<file path="src/hw/cavlc_macros.svh">
`ifndef CAVLC_MACROS_SVH
`define CAVLC_MACROS_SVH

// Coefficients in one 4x4 residual block.
`define CAVLC_BLOCK_SIZE 16

// Width of the scan index over one block.
`define CAVLC_IDX_W 4

// CAVLC codes at most three trailing ones.
`define CAVLC_MAX_T1 3

// Width of the block position coordinates.
`define CAVLC_POS_W 10

`endif

</file>
<file path="src/hw/cavlc_pkg.sv">
`default_nettype none

`include "cavlc_macros.svh"

package cavlc_pkg;

    // Quantized input coefficient.
    typedef logic signed [7:0] coeff_t;

    // Entry of the remaining level list.
    typedef logic signed [7:0] level_t;

    // Run lengths and counts, 0 to 16.
    typedef logic [4:0] run_t;

    // Bit k set when the k-th trailing one is negative.
    typedef logic [`CAVLC_MAX_T1-1:0] t1_flags_t;

    typedef enum logic [1:0] {
        IDLE,
        LOAD,
        SCAN,
        HOLD
    } scan_state_t;

endpackage

`default_nettype wire

</file>
<file path="src/hw/coeff_scan_if.sv">
`timescale 1ns/1ps
`default_nettype none

`include "cavlc_macros.svh"

interface coeff_scan_if;

    cavlc_pkg::coeff_t          coeff;
    logic                       scan_en;
    logic                       clear;
    logic [`CAVLC_IDX_W-1:0]    scan_idx;

    modport ctrl (
        output scan_en,
        output clear,
        output scan_idx
    );

    // Block buffer looks up the coefficient at the scan position.
    modport src (
        input  scan_idx,
        output coeff
    );

    modport unit (
        input  coeff,
        input  scan_en,
        input  clear,
        input  scan_idx
    );

endinterface

`default_nettype wire

</file>
<file path="src/hw/cavlc_block_buffer.sv">
`timescale 1ns/1ps
`default_nettype none

`include "cavlc_macros.svh"

module cavlc_block_buffer (
    input  wire logic           clk,
    input  wire logic           rst,
    input  wire logic           load_i,
    input  cavlc_pkg::coeff_t   block_i [`CAVLC_BLOCK_SIZE],
    coeff_scan_if.src           scan
);

    cavlc_pkg::coeff_t          mem [`CAVLC_BLOCK_SIZE];
    logic [`CAVLC_IDX_W-1:0]    raster_idx;

    // Raster index of reverse zig-zag position k.
    function automatic logic [`CAVLC_IDX_W-1:0] raster_of(input logic [`CAVLC_IDX_W-1:0] k);
        case (k)
            4'd0:    raster_of = 4'd15;
            4'd1:    raster_of = 4'd14;
            4'd2:    raster_of = 4'd11;
            4'd3:    raster_of = 4'd7;
            4'd4:    raster_of = 4'd10;
            4'd5:    raster_of = 4'd13;
            4'd6:    raster_of = 4'd12;
            4'd7:    raster_of = 4'd9;
            4'd8:    raster_of = 4'd6;
            4'd9:    raster_of = 4'd3;
            4'd10:   raster_of = 4'd2;
            4'd11:   raster_of = 4'd5;
            4'd12:   raster_of = 4'd8;
            4'd13:   raster_of = 4'd4;
            4'd14:   raster_of = 4'd1;
            default: raster_of = 4'd0;
        endcase
    endfunction

    always_ff @(posedge clk) begin
        if (rst) begin
            for (int i = 0; i < `CAVLC_BLOCK_SIZE; i++) begin
                mem[i] <= '0;
            end
        end else if (load_i) begin
            mem <= block_i;
        end
    end

    assign raster_idx = raster_of(scan.scan_idx);
    assign scan.coeff = mem[raster_idx];

endmodule

`default_nettype wire

</file>
<file path="src/hw/cavlc_scan_ctrl.sv">
`timescale 1ns/1ps
`default_nettype none

`include "cavlc_macros.svh"

module cavlc_scan_ctrl (
    input  wire logic                       clk,
    input  wire logic                       rst,
    input  wire logic                       stream_reset_i,
    input  wire logic                       valid_i,
    input  wire logic                       enc_ready_i,
    input  wire logic [`CAVLC_POS_W-1:0]    pos_x_i,
    input  wire logic [`CAVLC_POS_W-1:0]    pos_y_i,
    output logic                            load_o,
    output logic                            ready_o,
    output logic                            valid_o,
    output logic [`CAVLC_POS_W-1:0]         pos_x_o,
    output logic [`CAVLC_POS_W-1:0]         pos_y_o,
    coeff_scan_if.ctrl                      scan
);

    localparam int LAST_IDX = `CAVLC_BLOCK_SIZE - 1;

    cavlc_pkg::scan_state_t     state;
    cavlc_pkg::scan_state_t     state_next;
    logic [`CAVLC_IDX_W-1:0]    idx;
    logic                       last_idx;

    assign last_idx = (int'(idx) == LAST_IDX);

    // Stream reset has priority over every transition.
    always_comb begin
        state_next = state;
        if (stream_reset_i) begin
            state_next = cavlc_pkg::IDLE;
        end else begin
            case (state)
                cavlc_pkg::IDLE: if (valid_i) state_next = cavlc_pkg::LOAD;
                cavlc_pkg::LOAD: state_next = cavlc_pkg::SCAN;
                cavlc_pkg::SCAN: if (last_idx) state_next = cavlc_pkg::HOLD;
                cavlc_pkg::HOLD: if (enc_ready_i) state_next = cavlc_pkg::IDLE;
                default:         state_next = cavlc_pkg::IDLE;
            endcase
        end
    end

    always_ff @(posedge clk) begin
        if (rst) begin
            state <= cavlc_pkg::IDLE;
        end else begin
            state <= state_next;
        end
    end

    // Index wraps back to zero after the last scan step.
    always_ff @(posedge clk) begin
        if (rst || stream_reset_i || load_o) begin
            idx <= '0;
        end else if (scan.scan_en) begin
            idx <= idx + 1'b1;
        end
    end

    always_ff @(posedge clk) begin
        if (rst || stream_reset_i) begin
            pos_x_o <= '0;
            pos_y_o <= '0;
        end else if (load_o) begin
            pos_x_o <= pos_x_i;
            pos_y_o <= pos_y_i;
        end
    end

    assign load_o        = (state_next == cavlc_pkg::LOAD);
    assign ready_o       = (state == cavlc_pkg::IDLE);
    assign valid_o       = (state == cavlc_pkg::HOLD);
    assign scan.scan_en  = (state == cavlc_pkg::SCAN);
    assign scan.clear    = (state_next == cavlc_pkg::IDLE);
    assign scan.scan_idx = idx;

endmodule

`default_nettype wire

</file>
<file path="src/hw/coeff_count_unit.sv">
`timescale 1ns/1ps
`default_nettype none

module coeff_count_unit (
    input  wire logic       clk,
    input  wire logic       rst,
    coeff_scan_if.unit      scan,
    output cavlc_pkg::run_t total_coeff_o,
    output cavlc_pkg::run_t total_zeros_o
);

    logic nonzero;
    logic seen_nonzero;

    assign nonzero      = (scan.coeff != '0);
    assign seen_nonzero = (total_coeff_o != '0);

    always_ff @(posedge clk) begin
        if (rst || scan.clear) begin
            total_coeff_o <= '0;
        end else if (scan.scan_en && nonzero) begin
            total_coeff_o <= total_coeff_o + 1'b1;
        end
    end

    // Reverse scan, so zeros after the first nonzero lie below the
    // highest-frequency nonzero coefficient.
    always_ff @(posedge clk) begin
        if (rst || scan.clear) begin
            total_zeros_o <= '0;
        end else if (scan.scan_en && !nonzero && seen_nonzero) begin
            total_zeros_o <= total_zeros_o + 1'b1;
        end
    end

endmodule

`default_nettype wire

</file>
<file path="src/hw/trailing_ones_unit.sv">
`timescale 1ns/1ps
`default_nettype none

`include "cavlc_macros.svh"

module trailing_ones_unit (
    input  wire logic               clk,
    input  wire logic               rst,
    coeff_scan_if.unit              scan,
    output logic [1:0]              t1_count_o,
    output cavlc_pkg::t1_flags_t    t1_flags_o,
    output logic                    t1_done_o
);

    localparam logic [1:0] LAST_T1 = 2'(`CAVLC_MAX_T1 - 1);

    logic nonzero;
    logic is_one;
    logic done_r;

    assign nonzero = (scan.coeff != '0);
    assign is_one  = (scan.coeff == 8'sd1) || (scan.coeff == -8'sd1);

    always_ff @(posedge clk) begin
        if (rst || scan.clear) begin
            t1_count_o <= '0;
            t1_flags_o <= '0;
            done_r     <= 1'b0;
        end else if (scan.scan_en && !done_r && nonzero) begin
            if (is_one) begin
                t1_flags_o[t1_count_o] <= scan.coeff[7];
                t1_count_o             <= t1_count_o + 1'b1;
                if (t1_count_o == LAST_T1) begin
                    done_r <= 1'b1;
                end
            end else begin
                done_r <= 1'b1;
            end
        end
    end

    // The coefficient that ends the run is already a level in its own cycle.
    assign t1_done_o = done_r || (nonzero && !is_one);

endmodule

`default_nettype wire

</file>
<file path="src/hw/level_list_unit.sv">
`timescale 1ns/1ps
`default_nettype none

`include "cavlc_macros.svh"

module level_list_unit (
    input  wire logic           clk,
    input  wire logic           rst,
    coeff_scan_if.unit          scan,
    input  wire logic           t1_done_i,
    output cavlc_pkg::level_t   level_list_o [`CAVLC_BLOCK_SIZE],
    output cavlc_pkg::run_t     level_count_o
);

    logic                       append;
    logic [`CAVLC_IDX_W-1:0]    wr_idx;

    assign append = scan.scan_en && t1_done_i && (scan.coeff != '0);
    assign wr_idx = level_count_o[`CAVLC_IDX_W-1:0];

    always_ff @(posedge clk) begin
        if (rst || scan.clear) begin
            level_count_o <= '0;
        end else if (append) begin
            level_count_o <= level_count_o + 1'b1;
        end
    end

    // Entries past the count read back as zero.
    always_ff @(posedge clk) begin
        if (rst || scan.clear) begin
            for (int i = 0; i < `CAVLC_BLOCK_SIZE; i++) begin
                level_list_o[i] <= '0;
            end
        end else if (append) begin
            level_list_o[wr_idx] <= cavlc_pkg::level_t'(scan.coeff);
        end
    end

endmodule

`default_nettype wire

</file>
<file path="src/hw/run_before_unit.sv">
`timescale 1ns/1ps
`default_nettype none

`include "cavlc_macros.svh"

module run_before_unit (
    input  wire logic           clk,
    input  wire logic           rst,
    coeff_scan_if.unit          scan,
    output cavlc_pkg::run_t     run_list_o [`CAVLC_BLOCK_SIZE],
    output cavlc_pkg::run_t     run_count_o
);

    logic                       nonzero;
    logic                       open_run;
    logic [`CAVLC_IDX_W-1:0]    new_idx;
    logic [`CAVLC_IDX_W-1:0]    cur_idx;

    assign nonzero  = (scan.coeff != '0);
    assign open_run = (run_count_o != '0);
    assign new_idx  = run_count_o[`CAVLC_IDX_W-1:0];
    assign cur_idx  = new_idx - 1'b1;

    always_ff @(posedge clk) begin
        if (rst || scan.clear) begin
            run_count_o <= '0;
        end else if (scan.scan_en && nonzero) begin
            run_count_o <= run_count_o + 1'b1;
        end
    end

    // A nonzero opens a new entry, zeros extend the last one.
    always_ff @(posedge clk) begin
        if (rst || scan.clear) begin
            for (int i = 0; i < `CAVLC_BLOCK_SIZE; i++) begin
                run_list_o[i] <= '0;
            end
        end else if (scan.scan_en) begin
            if (nonzero) begin
                run_list_o[new_idx] <= '0;
            end else if (open_run) begin
                run_list_o[cur_idx] <= run_list_o[cur_idx] + 1'b1;
            end
        end
    end

endmodule

`default_nettype wire

</file>
<file path="src/hw/cavlc_stats_top.sv">
`timescale 1ns/1ps
`default_nettype none

`include "cavlc_macros.svh"

module cavlc_stats_top (
    input  wire logic                       clk,
    input  wire logic                       rst,
    input  wire logic                       stream_reset_i,
    input  wire logic                       valid_i,
    input  wire logic                       enc_ready_i,
    input  wire logic [`CAVLC_POS_W-1:0]    pos_x_i,
    input  wire logic [`CAVLC_POS_W-1:0]    pos_y_i,
    input  cavlc_pkg::coeff_t               block_i [`CAVLC_BLOCK_SIZE],
    output logic                            ready_o,
    output logic                            valid_o,
    output logic [`CAVLC_POS_W-1:0]         pos_x_o,
    output logic [`CAVLC_POS_W-1:0]         pos_y_o,
    output cavlc_pkg::run_t                 total_coeff_o,
    output cavlc_pkg::run_t                 total_zeros_o,
    output logic [1:0]                      t1_count_o,
    output cavlc_pkg::t1_flags_t            t1_flags_o,
    output cavlc_pkg::level_t               level_list_o [`CAVLC_BLOCK_SIZE],
    output cavlc_pkg::run_t                 level_count_o,
    output cavlc_pkg::run_t                 run_list_o [`CAVLC_BLOCK_SIZE],
    output cavlc_pkg::run_t                 run_count_o
);

    logic load;
    logic t1_done;

    coeff_scan_if scan_bus ();

    cavlc_scan_ctrl u_ctrl (
        .clk            (clk),
        .rst            (rst),
        .stream_reset_i (stream_reset_i),
        .valid_i        (valid_i),
        .enc_ready_i    (enc_ready_i),
        .pos_x_i        (pos_x_i),
        .pos_y_i        (pos_y_i),
        .load_o         (load),
        .ready_o        (ready_o),
        .valid_o        (valid_o),
        .pos_x_o        (pos_x_o),
        .pos_y_o        (pos_y_o),
        .scan           (scan_bus.ctrl)
    );

    cavlc_block_buffer u_buffer (
        .clk     (clk),
        .rst     (rst),
        .load_i  (load),
        .block_i (block_i),
        .scan    (scan_bus.src)
    );

    coeff_count_unit u_count (
        .clk           (clk),
        .rst           (rst),
        .scan          (scan_bus.unit),
        .total_coeff_o (total_coeff_o),
        .total_zeros_o (total_zeros_o)
    );

    trailing_ones_unit u_t1 (
        .clk        (clk),
        .rst        (rst),
        .scan       (scan_bus.unit),
        .t1_count_o (t1_count_o),
        .t1_flags_o (t1_flags_o),
        .t1_done_o  (t1_done)
    );

    level_list_unit u_levels (
        .clk           (clk),
        .rst           (rst),
        .scan          (scan_bus.unit),
        .t1_done_i     (t1_done),
        .level_list_o  (level_list_o),
        .level_count_o (level_count_o)
    );

    run_before_unit u_runs (
        .clk         (clk),
        .rst         (rst),
        .scan        (scan_bus.unit),
        .run_list_o  (run_list_o),
        .run_count_o (run_count_o)
    );

endmodule

`default_nettype wire

</file>
<file path="config.mk">
export PLATFORM = sky130hd
export DESIGN_NAME = cavlc_stats_top
export DESIGN_NICKNAME = d
export VERILOG_FILES = /design/src/hw/cavlc_pkg.sv /design/src/hw/coeff_scan_if.sv /design/src/hw/cavlc_block_buffer.sv /design/src/hw/cavlc_scan_ctrl.sv /design/src/hw/coeff_count_unit.sv /design/src/hw/trailing_ones_unit.sv /design/src/hw/level_list_unit.sv /design/src/hw/run_before_unit.sv /design/src/hw/cavlc_stats_top.sv
export VERILOG_INCLUDE_DIRS = /design/src /design/src/hw
export SDC_FILE = /design/constraint.sdc
export NUM_CORES = 1
export LEC_CHECK = 0
export BUFFER_PORTS_ARGS = -buffer_cell sky130_fd_sc_hd__buf_2
export CAP_MARGIN = 20
export CORE_MARGIN = 2
export CORE_UTILIZATION = 40
export CTS_CLUSTER_SIZE = 40
export DETAILED_ROUTE_END_ITERATION = 12
export GPL_TIMING_DRIVEN = 0
export PLACE_DENSITY = 0.72
export SLEW_MARGIN = 0
export SYNTH_ARGS = -nofsm -noshare
export SYNTH_HDL_FRONTEND = slang
export SYNTH_SLANG_ARGS = --single-unit
</file>
<file path="constraint.sdc">
create_clock -name clk -period 4.8 [get_ports clk]
set_input_delay 0 -clock clk [delete_from_list [all_inputs] [get_ports clk]]
set_output_delay 0 -clock clk [all_outputs]
set_load 0.01 [all_outputs]
</file>
==> results of run 1 <==
logic make-up after synthesis:
| family | Yosys count |
|---|---|
| buffers and inverters | 129 |
| AOI/OAI and AO/OA | 287 |
| muxes | 207 |
| DFF | 392 |
| xor gates and xnor gates | 22 |
| adders and majority gates | 24 |
| and+or+nand+nor | 667 |
layout make-up:
| class | count | area [µm²] |
|---|---|---|
| fillers | 3371 | 18040 |
| plain buffers | 114 | 475.5 |
| well taps | 525 | 656.9 |
| clock buffers | 58 | 1191 |
| repair buffers | 564 | 3606 |
| flip-flops and latches | 392 | 7848 |
| clock inverters | 15 | 170.2 |
| diodes | 2 | 5.005 |
| inverters | 15 | 56.30 |
| multi-input cells | 1207 | 7954 |
report_power, final:
group | switching, mW | total, mW | leakage [nW] | internal [mW]
clock network | 1.35 | 3.25 | 0.670 | 1.90
registers | 0.0338 | 3.34 | 3.17 | 3.31
logic | 0.319 | 0.552 | 5.01 | 0.233
Yosys cell counts, types with 2 or more instances:
| cell type | n | area [µm²] |
|---|---|---|
| dfxtp_1 | 392 | 7848 |
| nor3b_1 | 4 | 30.03 |
| nor2_2 | 6 | 37.54 |
| nand2_1 | 493 | 1851 |
| clkbuf_1 | 96 | 360.4 |
| or2_2 | 7 | 43.79 |
| and2_1 | 6 | 37.54 |
| and3_1 | 2 | 12.51 |
| a2111oi_0 | 2 | 17.52 |
| a211oi_1 | 2 | 15.01 |
| nor2_1 | 47 | 176.4 |
| nand4_1 | 15 | 93.84 |
| o21ai_1 | 2 | 10.01 |
| o21ai_0 | 19 | 95.09 |
| o2bb2ai_1 | 15 | 131.4 |
| and4_1 | 2 | 17.52 |
| mux4_2 | 55 | 1239 |
| a31oi_1 | 5 | 31.28 |
| a21oi_1 | 169 | 845.8 |
| nor2_4 | 12 | 135.1 |
| nor2b_1 | 10 | 62.56 |
| a22oi_1 | 7 | 52.55 |
| nor4_1 | 4 | 25.02 |
| ha_1 | 24 | 300.3 |
| nand3_1 | 37 | 185.2 |
| buf_6 | 3 | 33.78 |
| o211ai_1 | 2 | 15.01 |
| or4_1 | 2 | 15.01 |
| nor3_1 | 5 | 25.02 |
| o21bai_1 | 2 | 15.01 |
| xor2_1 | 13 | 113.9 |
| inv_1 | 15 | 56.30 |
| nand2b_1 | 3 | 18.77 |
| a22o_1 | 50 | 437.9 |
| buf_1 | 4 | 15.01 |
| or3_1 | 3 | 18.77 |
| xnor2_1 | 9 | 78.83 |
| nor4b_1 | 2 | 17.52 |
| a32o_1 | 5 | 50.05 |
| mux2i_1 | 150 | 1501 |
| buf_2 | 11 | 55.05 |
final timing paths:
kind	start	endpoint	slack (ns)	cells past startpoint
worst max-delay path	u_runs.run_count_o[0]	u_runs.run_list_o[69]	0.14	13
worst max register to register	u_runs.run_count_o[0]	u_runs.run_list_o[69]	0.14	13
worst min register to register	u_levels.level_list_o[109]	u_levels.level_list_o[109]	0.45	2
worst min-delay path	rst	u_buffer.mem[112]	0.02	3
routing by layer:
| metal | global-route usage, % | vias to the layer above |
|---|---|---|
| met5 | 0 | - |
| met4 | 12.07 | 0 |
| met3 | 5.140 | 163 |
| met2 | 47.63 | 906 |
| met1 | 33.56 | 7605 |
| li1 | - | 7201 |
cells in the final DEF, fill, tap and decap left out, drive strengths merged, types with 3 or more instances in the layout:
cell,n
a2111oi,3
a21oi,170
a22o,50
a22oi,8
a31oi,5
a32o,5
and2,6
buf,425
bufinv,3
clkbuf,154
clkinv,10
dfxtp,392
dlygate4sd3,156
ha,24
inv,15
mux2i,150
mux4,55
nand2,493
nand2b,3
nand3,38
nand4,15
nor2,65
nor2b,10
nor3,5
nor3b,4
nor4,6
o21ai,21
o2bb2ai,15
or2,8
or3,3
xnor2,9
xor2,13
registers in the layout, indices dropped and copies added, names as in the netlist, 3 cells and up:
signal / count
u_buffer.mem: 128
u_levels.level_list_o: 128
u_runs.run_list_o: 80
u_ctrl.pos_x_o: 10
u_ctrl.pos_y_o: 10
u_count.total_coeff_o: 5
u_count.total_zeros_o: 5
u_levels.level_count_o: 5
u_runs.run_count_o: 5
u_buffer.raster_idx: 4
u_ctrl.scan.scan_idx: 4
u_t1.t1_flags_o: 3
worst register-to-register path, stage by stage (launching register included):
cell and delay [ns]:
dfxtp_1 0.48, clkbuf_1 0.46, clkdlybuf4s15_2 0.56, inv_1 0.16, ha_1 0.42, clkbuf_2 0.37, mux4_2 0.42, mux4_2 0.51
ha_1 0.24, nand3_1 0.09, xor2_1 0.24, nor2_1 0.08, buf_2 0.28, a22o_1 0.24
repair_timing:
action / CTS / global route
endpoints found under the setup margin: 54 / 37
hold buffers: 156 / 0
gates resized for setup: 4 / 5
hold endpoints to repair: 150 / 0
per-stage QoR:
stage                     util (%)  hold WS, ns  worst slack [ns]  setup TNS (ns)  power [mW]
after floorplan                  -       0.1269            0.8945               0       3.655
after global placement       47.51       0.2415           -0.4979          -9.233       3.831
after detailed placement     47.51       0.2450           -0.5664          -11.20       3.841
after CTS                    54.85     0.001272           0.02670               0       7.138
after global routing         54.90      0.07191          0.007196               0       7.335
final                        54.90      0.02447            0.1402               0       7.142
==> flow_metrics.tcl, run 1 <==
set metrics [dict create \
    post_cts_buffers 0 \
    skew_ns 0.02102 \
    path_delay_family "buffers and inverters" \
    portBuffers 407 \
    die_y_um 206.0 \
    maxSlewViolCount 0 \
    cts_buffers 41 \
    drv_cap 0 \
    fin_crit_ns 4.660 \
    worstMarginPinSlew_ns 1.053 \
    power_leakage_nw 8.851 \
    crit_arrival_ns 5.10 \
    slowest_stage "clkdlybuf4s15_2" \
    rows 73 \
    pin_count 408 \
    synth_cell_types 57 \
    area_growth_pct 34.62 \
    postRouteAntennaNets 0 \
    cp_cell_sequence "clkbuf_1 > clkdlybuf4s15_2 > inv_1 > ha_1 > clkbuf_2 > mux4_2 > mux4_2 > ha_1 > nand3_1 > xor2_1 > nor2_1 > buf_2 > a22o_1" \
    gp_congestion 0.9250 \
    drc 0 \
    top_layer "met4" \
    die_w_um 206.0 \
    wl_per_cell_um 20.86 \
    timing.critical_path.buf_inv 5 \
    firstDrtPassIters 9 \
    synthCells 1728 \
    final_area_mm2 0.02196 \
    insertion_delay_ns 0.57 \
    viasPerCell 5.489 \
    dpl_cell_area_mm2 0.01901 \
    ir_drop_mv 0.2307 \
    synth-compound-area-share_pct 11.04 \
    fin_cells 2892 \
    clkTransAtPathRegs_ns 0.06 \
    critical_path_class "flop to flop" \
    ys_ff_latch 392 \
    route.met2.wl_um 28960 \
    grt_first_pass_wirelength_um 90390 \
    h-tree-depth 2 \
    grt_max_degree 15 \
    drive_gt1_share_pct 24.57 \
    ys_seq_area_share_pct 48.10 \
    cts-root-buf "clkbuf_16" \
    cp-start-kind "flop" \
    clockBufferDepth 3 \
    synth_fa_ha_area_share_pct 1.841 \
    synthesis.area_mm2 0.01631 \
    start_util_pct 40.78 \
    grtUsageTotal_pct 27.61 \
    synth_mux_area_share_pct 16.93 \
    fin_crit_sh_pct 97.08 \
    dpl.cell_count 2660 \
    cp-end-kind "flop" \
    rsz0062_at_grt "false" \
    synth_xor_area_share_pct 1.181 \
    max_slew_margin_pct 29.54 \
    crit_fanout 10 \
    synthFlopType "dfxtp_1" \
    synth_async_sr_flop_share_pct 0 \
    max_stage_delay_ns 0.56 \
    powerDensity_mw_per_mm2 325.2 \
    die_area_mm2 0.04242 \
    synthSimpleGateAreaFrac_pct 17.72 \
    dpl.hpwl_um 42010 \
    ys_warn_count 0 \
    core-area_mm2 0.04001 \
    num-nets-final 2512 \
    synth_top_family_by_area "simple AND/OR/NAND/NOR gates" \
    tritoncts "built" \
    clock.fmax_mhz 214.6 \
    overflow 0 \
    status "completed" \
    antenna_found_initial 2 \
    met1_length_um 23910 \
    required_ns 5.24 \
    synth_edf_count 0 \
    drt_iter0_drc 1330 \
    routed_wl_um 60330 \
    synth_area_per_cell_um2 9.441 \
    cts_sinks 392 \
    synth_nets 1905 \
    hold_violations 0 \
    route.met3.wl_um 5111 \
    min_path_type "input pin to flop" \
    first_global_vias 15924 \
    setup-violations-final 0 \
    num_vias 15875 \
]
Note: power is estimated with default switching activity, not from simulation.
==> run 2: changes to the inputs <==
--- a/config.mk
+++ b/config.mk
@@ -14,6 +14,7 @@
 export DETAILED_ROUTE_END_ITERATION = 12
 export GPL_TIMING_DRIVEN = 0
 export PLACE_DENSITY = 0.72
+export RECOVER_POWER = 25
 export SLEW_MARGIN = 0
 export SYNTH_ARGS = -nofsm -noshare
 export SYNTH_HDL_FRONTEND = slang
==> run 2 against run 1 <==
Die area is the same. Sequential cell count did not move. Cell count did not move. Non-clock buffer count unchanged. Global-route usage is the same.
==> flow_metrics.tcl, run 2 (synthesized netlist as in run 1, its figures left out) <==
set metrics [dict create \
    status "completed" \
    rows 73 \
    gp_congestion 0.9250 \
    first_global_vias 15924 \
    rr_endpoint "u_runs.run_list_o[69]" \
    dpl.hpwl_um 42010 \
    skew_ns 0.02218 \
    min_path_type "input pin to flop" \
    num-nets-final 2512 \
    postRouteAntennaNets 0 \
    use_met3_pct 5.140 \
    h-tree-depth 2 \
    tritoncts "built" \
    startpoint "u_runs.run_count_o[0]" \
    die_w_um 206.0 \
    insertion_delay_ns 0.57 \
    worstMarginPinSlew_ns 1.056 \
    power_leakage_nw 8.141 \
    pin_count 408 \
    gr-usage-met2_pct 47.63 \
    cts-root-buf "clkbuf_16" \
    die_area_mm2 0.04242 \
    clockBufferDepth 3 \
    critical_path_class "flop to flop" \
    overflow 0 \
    reg2reg_from "u_runs.run_count_o[0]" \
    hold_violations 0 \
    crit_fanout 10 \
    grt_first_pass_wirelength_um 90390 \
    drt_iter0_drc 1317 \
    grt_max_degree 15 \
    rsz0062_at_grt "false" \
    crit_path_end "u_runs.run_list_o[69]" \
    cp-start-kind "flop" \
    fin_setup_tns_ns 0 \
    grt_busiest_layer "met2" \
    ir_drop_mv 0.2286 \
    routed_wl_um 60430 \
    cts_sinks 392 \
    clock.fmax_mhz 213.6 \
    start_util_pct 40.78 \
    die_y_um 206.0 \
    num_vias 15919 \
    clkTransAtPathRegs_ns 0.06 \
    wl_per_cell_um 20.89 \
    fin_ws_ns 0.1188 \
    grtUsageTotal_pct 27.61 \
    cp-end-kind "flop" \
    grtUsageMet1_pct 33.56 \
    antenna_found_initial 2 \
    drive_gt1_share_pct 17.76 \
    firstDrtPassIters 6 \
    drc 0 \
    core-area_mm2 0.04001 \
    final_common_cell "nand2_1" \
    reg2reg_setup_slack_ns 0.12 \
    viasPerCell 5.504 \
    area_growth_pct 33.38 \
    reg_top3 "u_buffer.mem x128, u_levels.level_list_o x128, u_runs.run_list_o x80" \
    powerDensity_mw_per_mm2 328.4 \
    maxSlewViolCount 0 \
    mostFrequentLayoutCells "nand2_1, dfxtp_1, clkbuf_1" \
    drv_cap 0 \
    max_slew_margin_pct 29.35 \
    required_ns 5.24 \
    finalPower_mw 7.146 \
    setup-violations-final 0 \
    regArea_mm2 0.007848 \
    fin_crit_sh_pct 97.52 \
    cts_buffers 41 \
    multiInputGateArea_mm2 0.007954 \
    post-place-ws_ns -0.5664 \
    rr_worst_depth 13 \
    nFillCells 3497 \
    crit_arrival_ns 5.12 \
    fin_crit_ns 4.681 \
    portBuffers 407 \
]
## run 2: per-stage QoR
stage | instance area, µm² | std cells | hold slack (ns) | util, %
after floorplan | 16310 | 1728 | 0.1269 | -
after global placement | 19010 | 2660 | 0.2415 | 47.51
after detailed placement | 19010 | 2660 | 0.2450 | 47.51
after CTS | 21940 | 2889 | 0.001272 | 54.85
after global routing | 21760 | 2892 | 0.07191 | 54.39
final | 21760 | 2892 | 0.01527 | 54.39
## run 2: final cells by class
type	instances	area share (%)
clock inverter	15	0.7820
inverter	15	0.2587
buffer	114	2.185
timing repair buffer	564	15.65
multi-input combinational	1207	36.55
antenna	2	0.02300
clock buffer	58	5.474
tap	525	3.019
sequential	392	36.06
## run 2: per-layer routing
metal  wire, µm  vias up
li1           -     7203
met4       2482        0
met1      24250     7662
met2      28800      890
met5          0        -
met3       4893      164
## run 2: how the worst min path moves through the flow
| stage | startpoint | to | slack (ns) | cells after the start |
|---|---|---|---|---|
| after floorplan | enc_ready_i | u_ctrl.state[1] | 0.13 | 1 |
| after CTS | rst | u_buffer.mem[115] | 0.001 | 3 |
| after global routing | rst | u_buffer.mem[115] | 0.07 | 3 |
| after global placement | pos_x_i[6] | u_ctrl.pos_x_o[6] | 0.24 | 3 |
| final | rst | u_buffer.mem[115] | 0.02 | 3 |
| after detailed placement | pos_x_i[5] | u_ctrl.pos_x_o[5] | 0.25 | 3 |
## run 2: repair_timing
action                     CTS  global route
hold buffers               156             0
setup buffers                0             0
gates resized for setup      4             5
setup endpoints to repair   54            37
hold endpoints to repair   150             0
## run 2: report_power, final
group | total (mW) | internal [mW] | switching (mW)
Sequential | 3.34 | 3.31 | 0.0342
Combinational | 0.550 | 0.232 | 0.318
Clock | 3.25 | 1.90 | 1.36
## run 2: worst max-delay path, cell delays in order (launching register included)
cell             delay (ns)
dfxtp_1                0.48
clkbuf_1               0.47
clkdlybuf4s15_2        0.56
inv_1                  0.15
ha_1                   0.43
clkbuf_2               0.37
mux4_2                 0.42
mux4_2                 0.51
ha_1                   0.24
nand3_1                0.09
xor2_1                 0.24
nor2_1                 0.08
buf_2                  0.27
a22o_1                 0.24
